==> src/pcw_pkg.sv <==
/*
 * Shared definitions for the PCW system-control block.
 * Bus widths, I/O port addresses, F8 command codes, register structs,
 * reset values, clock-enable increments and display palette constants.
 */
package pcw_pkg;

    localparam int CPU_ADDR_W = 16;
    localparam int BYTE_W     = 8;
    localparam int RAM_ADDR_W = 21;
    localparam int PAGE_W     = 7;
    localparam int RGB_W      = 18;

    typedef logic [CPU_ADDR_W-1:0] cpu_addr_t;
    typedef logic [BYTE_W-1:0]     byte_t;
    typedef logic [RAM_ADDR_W-1:0] ram_addr_t;
    typedef logic [PAGE_W-1:0]     page_t;
    typedef logic [RGB_W-1:0]      rgb_t;

    // One CPU bus cycle, flags active high
    typedef struct packed {
        cpu_addr_t addr;
        byte_t     wdata;
        logic      io_rd;
        logic      io_wr;
        logic      mem_wr;
    } cpu_bus_t;

    // Page bytes F0-F3 and the CPC read-lock byte F4
    typedef struct packed {
        byte_t f0;
        byte_t f1;
        byte_t f2;
        byte_t f3;
        byte_t f4;
    } page_regs_t;

    typedef struct packed {
        byte_t roller_ptr;
        byte_t yscroll;
        logic  inverse;
        logic  disable_vid;
    } video_ctrl_t;

    typedef struct packed {
        logic disk_to_nmi;
        logic disk_to_int;
        logic tc;
        logic motor;
        logic speaker_en;
    } disk_ctrl_t;

    // System control commands, low nibble of an F8 write
    typedef enum logic [3:0] {
        CMD_TERMINATE = 4'd0,
        CMD_DISK_NMI  = 4'd2,
        CMD_DISK_INT  = 4'd3,
        CMD_DISK_OFF  = 4'd4,
        CMD_TC_SET    = 4'd5,
        CMD_TC_CLR    = 4'd6,
        CMD_MOTOR_ON  = 4'd9,
        CMD_MOTOR_OFF = 4'd10,
        CMD_SPK_ON    = 4'd11,
        CMD_SPK_OFF   = 4'd12
    } sysctl_cmd_e;

    typedef enum logic [1:0] {MEM_256K, MEM_512K, MEM_1M, MEM_2M} mem_size_e;
    typedef enum logic [1:0] {OC_1X, OC_2X, OC_4X, OC_8X} overclock_e;
    typedef enum logic [1:0] {COL_WHITE, COL_GREEN, COL_AMBER} disp_color_e;

    localparam byte_t PORT_F0 = 8'hf0;
    localparam byte_t PORT_F1 = 8'hf1;
    localparam byte_t PORT_F2 = 8'hf2;
    localparam byte_t PORT_F3 = 8'hf3;
    localparam byte_t PORT_F4 = 8'hf4;
    localparam byte_t PORT_F5 = 8'hf5;
    localparam byte_t PORT_F6 = 8'hf6;
    localparam byte_t PORT_F7 = 8'hf7;
    localparam byte_t PORT_F8 = 8'hf8;

    // Boot mapping is PCW pages 0-3, CPC locks on
    localparam byte_t RESET_F0 = 8'h80;
    localparam byte_t RESET_F1 = 8'h81;
    localparam byte_t RESET_F2 = 8'h82;
    localparam byte_t RESET_F3 = 8'h83;
    localparam byte_t RESET_F4 = 8'hf1;
    localparam byte_t RESET_F5 = 8'h00;
    localparam byte_t RESET_F6 = 8'h00;
    localparam byte_t RESET_F7 = 8'h80;

    localparam int TIMER_CLEAR_CYCLES = 32;
    localparam int MISS_W             = 4;
    localparam int PAGE_OFFSET_W      = 14;
    localparam int DPRAM_PAGES_LOG2   = 3;

    // Phase increments, 2^16 divided by 16, 8, 4 and 2
    localparam int PHASE_W = 16;
    localparam logic [PHASE_W-1:0] PHASE_INC_1X = 16'h1000;
    localparam logic [PHASE_W-1:0] PHASE_INC_2X = 16'h2000;
    localparam logic [PHASE_W-1:0] PHASE_INC_4X = 16'h4000;
    localparam logic [PHASE_W-1:0] PHASE_INC_8X = 16'h8000;

    localparam rgb_t RGB_BLACK        = 18'b000000000000000000;
    localparam rgb_t RGB_WHITE        = 18'b111110111110111110;
    localparam rgb_t RGB_WHITE_BRIGHT = 18'b110111111111111111;
    localparam rgb_t RGB_GREEN        = 18'b000000111110000000;
    localparam rgb_t RGB_GREEN_BRIGHT = 18'b011001111111011001;
    localparam rgb_t RGB_AMBER        = 18'b000000011111111110;
    localparam rgb_t RGB_AMBER_BRIGHT = 18'b000000101100111111;

endpackage

==> src/pcw_clock_gen.sv <==
/*
 * Fractional clock enables for the CPU and the floppy controller.
 * Each enable is the carry out of a 16-bit phase accumulator.
 */
`timescale 1ns/1ps
module pcw_clock_gen (
    input  logic                clk_sys,
    input  logic                reset,
    input  pcw_pkg::overclock_e overclock,
    output logic                cpu_ce,
    output logic                disk_ce
);
    import pcw_pkg::*;

    logic [PHASE_W-1:0] cpu_phase;
    logic [PHASE_W-1:0] disk_phase;
    logic [PHASE_W-1:0] cpu_inc;
    logic [PHASE_W-1:0] disk_inc;

    always_comb
    begin
        case (overclock)
            OC_1X:   cpu_inc = PHASE_INC_1X;
            OC_2X:   cpu_inc = PHASE_INC_2X;
            OC_4X:   cpu_inc = PHASE_INC_4X;
            default: cpu_inc = PHASE_INC_8X;
        endcase
        // Disk controller tops out at 4x
        disk_inc = (overclock == OC_8X) ? PHASE_INC_4X : cpu_inc;
    end

    always_ff @(posedge clk_sys)
    begin
        if (reset)
        begin
            cpu_phase  <= '0;
            disk_phase <= '0;
            cpu_ce     <= 1'b0;
            disk_ce    <= 1'b0;
        end
        else
        begin
            // Carry out becomes the enable
            {cpu_ce, cpu_phase}   <= {1'b0, cpu_phase} + {1'b0, cpu_inc};
            {disk_ce, disk_phase} <= {1'b0, disk_phase} + {1'b0, disk_inc};
        end
    end

    // At 8x the disk enable stays in step with every other CPU enable
    a_disk_ce_aligned: assert property (@(posedge clk_sys) disable iff (reset)
        (overclock == OC_8X && disk_ce) |-> cpu_ce);

endmodule

==> src/pcw_io_regs.sv <==
/*
 * I/O register file for ports F0-F8.
 * Holds the paging and video registers, decodes system control commands
 * written to F8 and returns the status byte on F8 and F4 reads.
 */
`timescale 1ns/1ps
module pcw_io_regs (
    input  logic                           clk_sys,
    input  logic                           reset,
    input  pcw_pkg::cpu_bus_t              bus,
    input  logic                           vblank,
    input  logic                           ntsc,
    input  logic                           fdc_latch,
    input  logic [pcw_pkg::MISS_W-1:0]     timer_misses,
    output pcw_pkg::byte_t                 rdata,
    output pcw_pkg::page_regs_t            pages,
    output pcw_pkg::video_ctrl_t           video,
    output pcw_pkg::disk_ctrl_t            disk,
    output logic                           mode_change
);
    import pcw_pkg::*;

    byte_t       port_sel;
    byte_t       roller_q;
    byte_t       scroll_q;
    byte_t       f7_q;
    byte_t       status;
    sysctl_cmd_e cmd;

    // Only the low address byte decodes for I/O
    assign port_sel = bus.addr[7:0];
    assign cmd      = sysctl_cmd_e'(bus.wdata[3:0]);

    always_ff @(posedge clk_sys)
    begin
        if (reset)
        begin
            pages       <= '{RESET_F0, RESET_F1, RESET_F2, RESET_F3, RESET_F4};
            roller_q    <= RESET_F5;
            scroll_q    <= RESET_F6;
            f7_q        <= RESET_F7;
            disk        <= '0;
            mode_change <= 1'b0;
        end
        else
        begin
            mode_change <= 1'b0;
            if (bus.io_wr)
            begin
                case (port_sel)
                    PORT_F0: pages.f0 <= bus.wdata;
                    PORT_F1: pages.f1 <= bus.wdata;
                    PORT_F2: pages.f2 <= bus.wdata;
                    PORT_F3: pages.f3 <= bus.wdata;
                    PORT_F4: pages.f4 <= bus.wdata;
                    PORT_F5: roller_q <= bus.wdata;
                    PORT_F6: scroll_q <= bus.wdata;
                    PORT_F7: f7_q     <= bus.wdata;
                    PORT_F8:
                    begin
                        case (cmd)
                            CMD_DISK_NMI:
                            begin
                                disk.disk_to_nmi <= 1'b1;
                                disk.disk_to_int <= 1'b0;
                            end
                            // INT routing and disconnect both re-evaluate pending lines
                            CMD_DISK_INT:
                            begin
                                disk.disk_to_nmi <= 1'b0;
                                disk.disk_to_int <= 1'b1;
                                mode_change      <= 1'b1;
                            end
                            CMD_DISK_OFF:
                            begin
                                disk.disk_to_nmi <= 1'b0;
                                disk.disk_to_int <= 1'b0;
                                mode_change      <= 1'b1;
                            end
                            CMD_TC_SET:    disk.tc         <= 1'b1;
                            CMD_TC_CLR:    disk.tc         <= 1'b0;
                            CMD_MOTOR_ON:  disk.motor      <= 1'b1;
                            CMD_MOTOR_OFF: disk.motor      <= 1'b0;
                            CMD_SPK_ON:    disk.speaker_en <= 1'b1;
                            CMD_SPK_OFF:   disk.speaker_en <= 1'b0;
                            // Terminate bootstrap and unknown codes are ignored
                            default: ;
                        endcase
                    end
                    default: ;
                endcase
            end
        end
    end

    // Video control straight from F5-F7
    assign video.roller_ptr  = roller_q;
    assign video.yscroll     = scroll_q;
    assign video.inverse     = f7_q[7];
    assign video.disable_vid = ~f7_q[6];

    // Status byte: 0, vblank, fdc latch, not ntsc, missed timer ticks
    assign status = {1'b0, vblank, fdc_latch, ~ntsc, timer_misses};

    always_comb
    begin
        rdata = 8'hff;
        if (bus.io_rd && (port_sel == PORT_F8 || port_sel == PORT_F4))
            rdata = status;
    end

    // A bus cycle is either a read or a write
    a_rd_wr_excl: assert property (@(posedge clk_sys) disable iff (reset)
        !(bus.io_rd && bus.io_wr));

endmodule

==> src/pcw_mem_map.sv <==
/*
 * CPU to RAM address translation.
 * Applies PCW extended paging or CPC read/write paging per 16K quarter,
 * masks pages by memory size and flags accesses above 256K.
 */
`timescale 1ns/1ps
module pcw_mem_map (
    input  pcw_pkg::cpu_bus_t   bus,
    input  pcw_pkg::page_regs_t pages,
    input  pcw_pkg::mem_size_e  mem_size,
    output pcw_pkg::ram_addr_t  ram_addr,
    output logic                sdram_sel
);
    import pcw_pkg::*;

    logic [1:0]               quarter;
    logic [PAGE_OFFSET_W-1:0] offset;
    byte_t                    page_byte;
    page_t                    size_mask;
    logic [2:0]               cpc_page;
    logic                     read_lock;

    assign quarter = bus.addr[CPU_ADDR_W-1 -: 2];
    assign offset  = bus.addr[PAGE_OFFSET_W-1:0];

    always_comb
    begin
        case (quarter)
            2'd0:    page_byte = pages.f0;
            2'd1:    page_byte = pages.f1;
            2'd2:    page_byte = pages.f2;
            default: page_byte = pages.f3;
        endcase
        // Lock bits for quarters 0-3 live in F4 bits 4-7
        read_lock = pages.f4[4 + quarter];
    end

    // Usable page bits grow with installed memory
    always_comb
    begin
        case (mem_size)
            MEM_256K: size_mask = 7'h0f;
            MEM_512K: size_mask = 7'h1f;
            MEM_1M:   size_mask = 7'h3f;
            default:  size_mask = 7'h7f;
        endcase
    end

    // CPC writes always use the low bank, reads only when locked
    assign cpc_page = (bus.mem_wr || read_lock) ? page_byte[2:0] : page_byte[6:4];

    always_comb
    begin
        if (page_byte[7])
            ram_addr = {page_byte[PAGE_W-1:0] & size_mask, offset};
        else
            ram_addr = {4'b0, cpc_page, offset};
    end

    // Anything past the on-chip 256K goes to SDRAM
    assign sdram_sel = (|ram_addr[RAM_ADDR_W-1 -: DPRAM_PAGES_LOG2]) && (mem_size != MEM_256K);

    // A 256K part never maps past the on-chip RAM
    always_comb
    begin
        a_no_sdram_256k: assert final (!(mem_size == MEM_256K
            && (|ram_addr[RAM_ADDR_W-1 -: DPRAM_PAGES_LOG2])));
    end

endmodule

==> src/pcw_irq_ctrl.sv <==
/*
 * Interrupt controller for the 300 Hz timer and the floppy interrupt.
 * Produces INT and NMI, counts missed timer ticks and clears them
 * a fixed delay after the CPU reads port F4.
 */
`timescale 1ns/1ps
module pcw_irq_ctrl (
    input  logic                       clk_sys,
    input  logic                       reset,
    input  logic                       vid_timer,
    input  logic                       fdc_int,
    input  logic                       iff1,
    input  pcw_pkg::disk_ctrl_t        disk,
    input  logic                       mode_change,
    input  logic                       f4_read,
    output logic                       fdc_latch,
    output logic [pcw_pkg::MISS_W-1:0] timer_misses,
    output logic                       int_n,
    output logic                       nmi_n
);
    import pcw_pkg::*;

    localparam int CLR_W = $clog2(TIMER_CLEAR_CYCLES);

    logic [1:0]       timer_sr;
    logic [1:0]       fdc_sr;
    logic             timer_pe;
    logic             fdc_pe;
    logic             fdc_ne;
    logic             nmi_flag;
    logic             timer_line;
    logic             int_line;
    logic             nmi_line;
    logic             clr_busy;
    logic [CLR_W-1:0] clr_count;

    // Inputs registered once, edges taken from the registered copies
    always_ff @(posedge clk_sys)
    begin
        if (reset)
        begin
            timer_sr <= '0;
            fdc_sr   <= '0;
        end
        else
        begin
            timer_sr <= {timer_sr[0], vid_timer};
            fdc_sr   <= {fdc_sr[0], fdc_int};
        end
    end

    assign timer_pe = timer_sr[0] & ~timer_sr[1];
    assign fdc_pe   = fdc_sr[0] & ~fdc_sr[1];
    assign fdc_ne   = ~fdc_sr[0] & fdc_sr[1];

    always_ff @(posedge clk_sys)
    begin
        if (reset)
        begin
            fdc_latch    <= 1'b0;
            nmi_flag     <= 1'b0;
            timer_misses <= '0;
            timer_line   <= 1'b0;
            int_line     <= 1'b0;
            nmi_line     <= 1'b0;
            clr_busy     <= 1'b0;
            clr_count    <= '0;
        end
        else
        begin
            // Floppy status latch follows fdc level changes
            if (fdc_pe)
            begin
                fdc_latch <= 1'b1;
                if (disk.disk_to_nmi)
                    nmi_flag <= 1'b1;
            end
            else if (fdc_ne)
                fdc_latch <= 1'b0;

            // Lines are sampled on each timer tick
            if (timer_pe)
            begin
                if (timer_misses != '1)
                    timer_misses <= timer_misses + 1'b1;
                timer_line <= iff1;
                nmi_line   <= nmi_flag;
                int_line   <= disk.disk_to_int & fdc_latch & iff1;
            end

            // Re-route of the disk interrupt drops the stale request
            if (mode_change)
            begin
                if (disk.disk_to_nmi)
                    int_line <= 1'b0;
                else if (disk.disk_to_int)
                    nmi_flag <= 1'b0;
                else
                begin
                    int_line <= 1'b0;
                    nmi_flag <= 1'b0;
                end
            end

            // Delayed acknowledge, a new F4 read restarts the count
            if (f4_read)
            begin
                clr_busy  <= 1'b1;
                clr_count <= '0;
            end
            else if (clr_busy)
            begin
                if (clr_count == CLR_W'(TIMER_CLEAR_CYCLES - 1))
                begin
                    clr_busy     <= 1'b0;
                    timer_line   <= 1'b0;
                    timer_misses <= '0;
                end
                else
                    clr_count <= clr_count + 1'b1;
            end
        end
    end

    assign nmi_n = ~nmi_line;
    // INT held off while NMI is pending
    assign int_n = nmi_line ? 1'b1 : ~(int_line | timer_line);

    // Miss count saturates, only a pending delayed clear takes it off 15
    a_miss_saturate: assert property (@(posedge clk_sys) disable iff (reset)
        (timer_misses == '1 && !clr_busy) |=> (timer_misses == '1));

endmodule

==> src/pcw_palette.sv <==
/*
 * Monochrome palette for the PCW display.
 * Index 0 is black, index 8 bright, all others the normal tone
 * of the selected white, green or amber phosphor.
 */
`timescale 1ns/1ps
module pcw_palette (
    input  logic [3:0]           rgbi,
    input  pcw_pkg::disp_color_e disp_color,
    output pcw_pkg::rgb_t        rgb
);
    import pcw_pkg::*;

    rgb_t normal;
    rgb_t bright;

    always_comb
    begin
        case (disp_color)
            COL_GREEN:
            begin
                normal = RGB_GREEN;
                bright = RGB_GREEN_BRIGHT;
            end
            COL_AMBER:
            begin
                normal = RGB_AMBER;
                bright = RGB_AMBER_BRIGHT;
            end
            // Code 3 falls back to white
            default:
            begin
                normal = RGB_WHITE;
                bright = RGB_WHITE_BRIGHT;
            end
        endcase

        if (rgbi == 4'd0)
            rgb = RGB_BLACK;
        else if (rgbi == 4'd8)
            rgb = bright;
        else
            rgb = normal;
    end

endmodule

==> src/pcw_sysctl.sv <==
/*
 * Top level of the PCW system-control block.
 * Connects the I/O registers, memory mapper, interrupt controller,
 * clock enables and palette to a single-cycle CPU bus.
 */
`timescale 1ns/1ps
module pcw_sysctl (
    input  logic                  clk_sys,
    input  logic                  reset,
    input  pcw_pkg::cpu_bus_t     bus,
    input  pcw_pkg::overclock_e   overclock,
    input  pcw_pkg::mem_size_e    mem_size,
    input  pcw_pkg::disp_color_e  disp_color,
    input  logic [3:0]            rgbi,
    input  logic                  vblank,
    input  logic                  ntsc,
    input  logic                  vid_timer,
    input  logic                  fdc_int,
    input  logic                  iff1,
    output pcw_pkg::byte_t        rdata,
    output pcw_pkg::ram_addr_t    ram_addr,
    output logic                  sdram_sel,
    output pcw_pkg::video_ctrl_t  video,
    output pcw_pkg::disk_ctrl_t   disk,
    output logic                  int_n,
    output logic                  nmi_n,
    output logic                  cpu_ce,
    output logic                  disk_ce,
    output pcw_pkg::rgb_t         rgb
);
    import pcw_pkg::*;

    page_regs_t        pages;
    logic              mode_change;
    logic              fdc_latch;
    logic [MISS_W-1:0] timer_misses;
    logic              f4_read;

    // F4 read acknowledges the timer
    assign f4_read = bus.io_rd && (bus.addr[7:0] == PORT_F4);

    pcw_io_regs u_io_regs (
        .clk_sys      (clk_sys),
        .reset        (reset),
        .bus          (bus),
        .vblank       (vblank),
        .ntsc         (ntsc),
        .fdc_latch    (fdc_latch),
        .timer_misses (timer_misses),
        .rdata        (rdata),
        .pages        (pages),
        .video        (video),
        .disk         (disk),
        .mode_change  (mode_change)
    );

    pcw_mem_map u_mem_map (
        .bus       (bus),
        .pages     (pages),
        .mem_size  (mem_size),
        .ram_addr  (ram_addr),
        .sdram_sel (sdram_sel)
    );

    pcw_irq_ctrl u_irq_ctrl (
        .clk_sys      (clk_sys),
        .reset        (reset),
        .vid_timer    (vid_timer),
        .fdc_int      (fdc_int),
        .iff1         (iff1),
        .disk         (disk),
        .mode_change  (mode_change),
        .f4_read      (f4_read),
        .fdc_latch    (fdc_latch),
        .timer_misses (timer_misses),
        .int_n        (int_n),
        .nmi_n        (nmi_n)
    );

    pcw_clock_gen u_clock_gen (
        .clk_sys   (clk_sys),
        .reset     (reset),
        .overclock (overclock),
        .cpu_ce    (cpu_ce),
        .disk_ce   (disk_ce)
    );

    pcw_palette u_palette (
        .rgbi       (rgbi),
        .disp_color (disp_color),
        .rgb        (rgb)
    );

endmodule

==> config.mk <==
export PLATFORM = sky130hd
export DESIGN_NAME = pcw_sysctl
export DESIGN_NICKNAME = d
export VERILOG_FILES = /design/src/pcw_pkg.sv /design/src/pcw_clock_gen.sv /design/src/pcw_io_regs.sv /design/src/pcw_mem_map.sv /design/src/pcw_irq_ctrl.sv /design/src/pcw_palette.sv /design/src/pcw_sysctl.sv
export SDC_FILE = /design/constraint.sdc
export NUM_CORES = 1
export LEC_CHECK = 0
export CAP_MARGIN = 20
export CORE_ASPECT_RATIO = 1.4
export CORE_UTILIZATION = 45
export DETAILED_ROUTE_END_ITERATION = 8
export DONT_BUFFER_PORTS = 1
export GPL_TIMING_DRIVEN = 0
export PLACE_DENSITY = 0.65
export SYNTH_ARGS = -nofsm -noshare
export SYNTH_HDL_FRONTEND = slang
export SYNTH_SLANG_ARGS = --single-unit
==> constraint.sdc <==
create_clock -name clk_sys -period 2.3 [get_ports clk_sys]
set_input_delay 0.23 -clock clk_sys [delete_from_list [all_inputs] [get_ports clk_sys]]
set_output_delay 0.23 -clock clk_sys [all_outputs]
set_load 0.05 [all_outputs]
==> results.json <==
{
  "cts_setup_buffers": 0,
  "worst_pin_slew_ps": 1050,
  "overflow": 0,
  "hp-class": "in -> reg",
  "status": "complete, no violations",
  "p_leak_uw": 0.00190,
  "max_cap_violations": 0,
  "core_area_mm2": 0.00941,
  "cts.path.max_buffers": 2,
  "pin_count": 119,
  "relSlewSlack_pct": 30.0,
  "setup_violations": 0,
  "numCtsBuffers": 9,
  "io_buffers": 0,
  "hold_ws_ps": 21.1,
  "ctsHoldBuffers": 0,
  "max_freq_ghz": 0.453,
  "htreeDepth": 3,
  "yosysSeqAreaShare_pct": 41.0,
  "totalWireLength_um": 9580,
  "die-area_mm2": 0.0100,
  "clk_latency_ps": 340,
  "dr.pass1.iters": 4,
  "synth.net_count": 515,
  "crit_buf_inv": 1,
  "die_height_um": 118,
  "worstPathArrival_ps": 1980,
  "hpwlAfterDp_um": 7120,
  "grt_max_degree": 18,
  "vias": 3241,
  "drtAntennaViolNets": 0,
  "yosys.cell_types.count": 51,
  "synth_seq_cells": 89,
  "synth_edf_count": 0,
  "fin_worst_skew_ps": 5.18,
  "route.detailed.drc": 0,
  "fin_crit_sh_pct": 96.0,
  "cts-root-buf": "clkbuf_16",
  "syn_avg_cell_area_um2": 9.58,
  "cp-start-kind": "input pin",
  "routed_via_density": 5.58,
  "grt_pass1_wl_um": 15300,
  "ir_worst_vdd_mv": 0.411,
  "finalHoldViolCount": 0,
  "start_util_pct": 46.1,
  "drive_gt1_share_pct": 16.2,
  "power_density_mw_per_mm2": 755,
  "area_growth_pct": 11.8,
  "cp_slowest_stage_delay_ps": 750,
  "grt_pass1_vias": 3145,
  "clk_pin_slew_ps": 70,
  "antenna_found_initial": 1,
  "synth-warning-count": 0,
  "fillers": 874,
  "synthArstFlopShare_pct": 0,
  "drv_slew": 0,
  "worstPathCellList": "or3_1 -> clkbuf_1 -> nor3_2 -> a21o_1",
  "syn_area_mm2": 0.00434,
  "cp_max_fo": 9,
  "drtIter0Drc": 133,
  "setup_slack_ps": 92.2,
  "rsz0062_at_grt": "no",
  "cts_tree": "done",
  "grt_util_all_layers_pct": 19.9,
  "path_delay_family": "simple AND/OR/NAND/NOR gates",
  "nets": 527,
  "worst_path_max_delay_cell": "nor3_2",
  "rows": 42,
  "cp_data_required_time_ps": 2070,
  "crit_path_end_kind": "primary output",
  "synth_cells": 453,
  "die_w_um": 85.0,
  "synthTopCellsByArea": "dfxtp_1 (41%), mux2i_1 (10%), nor2_1 (6.1%)",
  "post-synth-top-count-cell": "dfxtp_1",
  "cts.sinks": 89,
  "instances_no_fill": 581,
  "gp_congestion": 0.797,
  "fin_crit_ps": 2210,
  "synth_top_area_cell": "dfxtp_1",
  "synth_top_area_share_pct": 41.0,
  "ys_top_cells_by_count": "dfxtp_1 (89), nor2_1 (71), mux2i_1 (45)",
  "critPathKind": "in -> out",
  "place_ws_ps": -14.0,
  "synth_ff_type": "dfxtp_1",
  "post_drt_wl_per_cell_um": 16.5,
  "dp_cells": 564
}
## worst reg2reg max path, cell delays in order, from the launching register on
cell and delay (ps):
dfxtp_1 330, ha_1 210, and3_1 180, ha_1 200
nor2b_1 100, clkbuf_1 270, nand4_1 150, xor2_1 160
nor2_1 50
## logic make-up after synthesis
| logic type | synth area share [%] |
|---|---|
| buffers and inverters | 7.29 |
| multiplexers | 15.8 |
| flip-flops | 41.0 |
| other | 0.0864 |
| AO/OA/AOI/OAI | 8.33 |
| adder cells (fa/ha/maj) | 5.53 |
| AND/OR/NAND/NOR | 20.1 |
| XOR/XNOR | 1.82 |
## metrics by stage
step,setup TNS (ps),util (%),instance area [um2],power (uW)
floorplan,0,-,4350,1980
global placement,-30.3,47.7,4480,2030
detailed placement,-14.0,47.7,4490,2040
CTS,0,51.4,4840,3710
global route,0,51.6,4850,3810
finish,0,51.6,4850,3660
## state kept, by name, indices dropped and copies added, names as in the netlist, 2 cells and up
register                 cells
u_clock_gen.cpu_phase        4
u_clock_gen.disk_phase       4
u_io_regs.disk               5
u_io_regs.f7_q               2
u_io_regs.pages             36
u_io_regs.roller_q           8
u_io_regs.scroll_q           8
u_irq_ctrl.clr_count         5
u_irq_ctrl.fdc_sr            2
u_irq_ctrl.timer_misses      4
u_irq_ctrl.timer_sr          2
## metal layers
layer  vias to the layer above  global-route usage [%]  share of wire (%)
li1                       1565                       -                  -
met1                      1560                    22.5                 41
met2                       101                    35.0                 51
met3                        15                    4.33                5.3
met5                         -                       0                  0
met4                         0                    9.85                2.5
## cell usage in the layout, fill, tap and decap left out, types with 3 or more instances in the layout
cell type,netlist,final
or2_2,6,6
buf_4,23,24
inv_1,12,12
xor2_1,6,6
a21o_1,6,6
nor3_4,2,3
clkbuf_16,0,9
nor4_1,3,3
nand2_1,10,10
clkbuf_1,20,20
o21ai_0,9,8
buf_2,4,4
ha_1,16,16
a21oi_1,22,21
nand2b_1,7,7
dfxtp_1,89,89
a211o_1,6,6
nor3_1,12,11
nand4_1,8,8
mux2i_1,45,45
mux2_2,3,3
nand3_1,3,3
mux4_2,9,9
xnor2_1,3,3
nor2b_1,23,22
nor2_1,71,70
## worst paths after layout
kind         slack, ps                            startpoint                                    to  cells past startpoint
max reg2reg        520  u_irq_ctrl.clr_count[0]$_SDFFE_PP0P_  u_irq_ctrl.clr_count[3]$_SDFFE_PP0P_                      8
min reg2reg        450      u_io_regs.mode_change$_SDFF_PP0_        u_irq_ctrl.int_line$_SDFF_PP0_                      1
max                 90                               rgbi[1]                                rgb[6]                      4
min                 20                               fdc_int       u_irq_ctrl.fdc_sr[0]$_SDFF_PP0_                      1
## power by group
group          internal, uW  leakage, uW  switching [uW]
Sequential             1570     0.000720            25.1
Combinational           121      0.00101             284
Clock                  1010     0.000170             654
Total                  2700      0.00190             963
## timing repair
| item | 4_1_cts | 5_1_grt |
|---|---|---|
| pin swaps | 0 | 0 |
| resized for setup | 1 | 3 |
| setup endpoints to repair | 1 | 4 |
## area by class of cell
type	instances	area (um2)	share of cell area [%]
antenna	1	2.50	0.0515
buffer	48	272	5.59
clock buffer	10	239	4.92
clock inverter	6	108	2.22
inverter	12	45.0	0.928
multi-input combinational	304	2260	46.6
sequential	89	1780	36.7
tap	110	138	2.84
timing repair buffer	1	7.51	0.155
(Power assumes the default switching activity.)
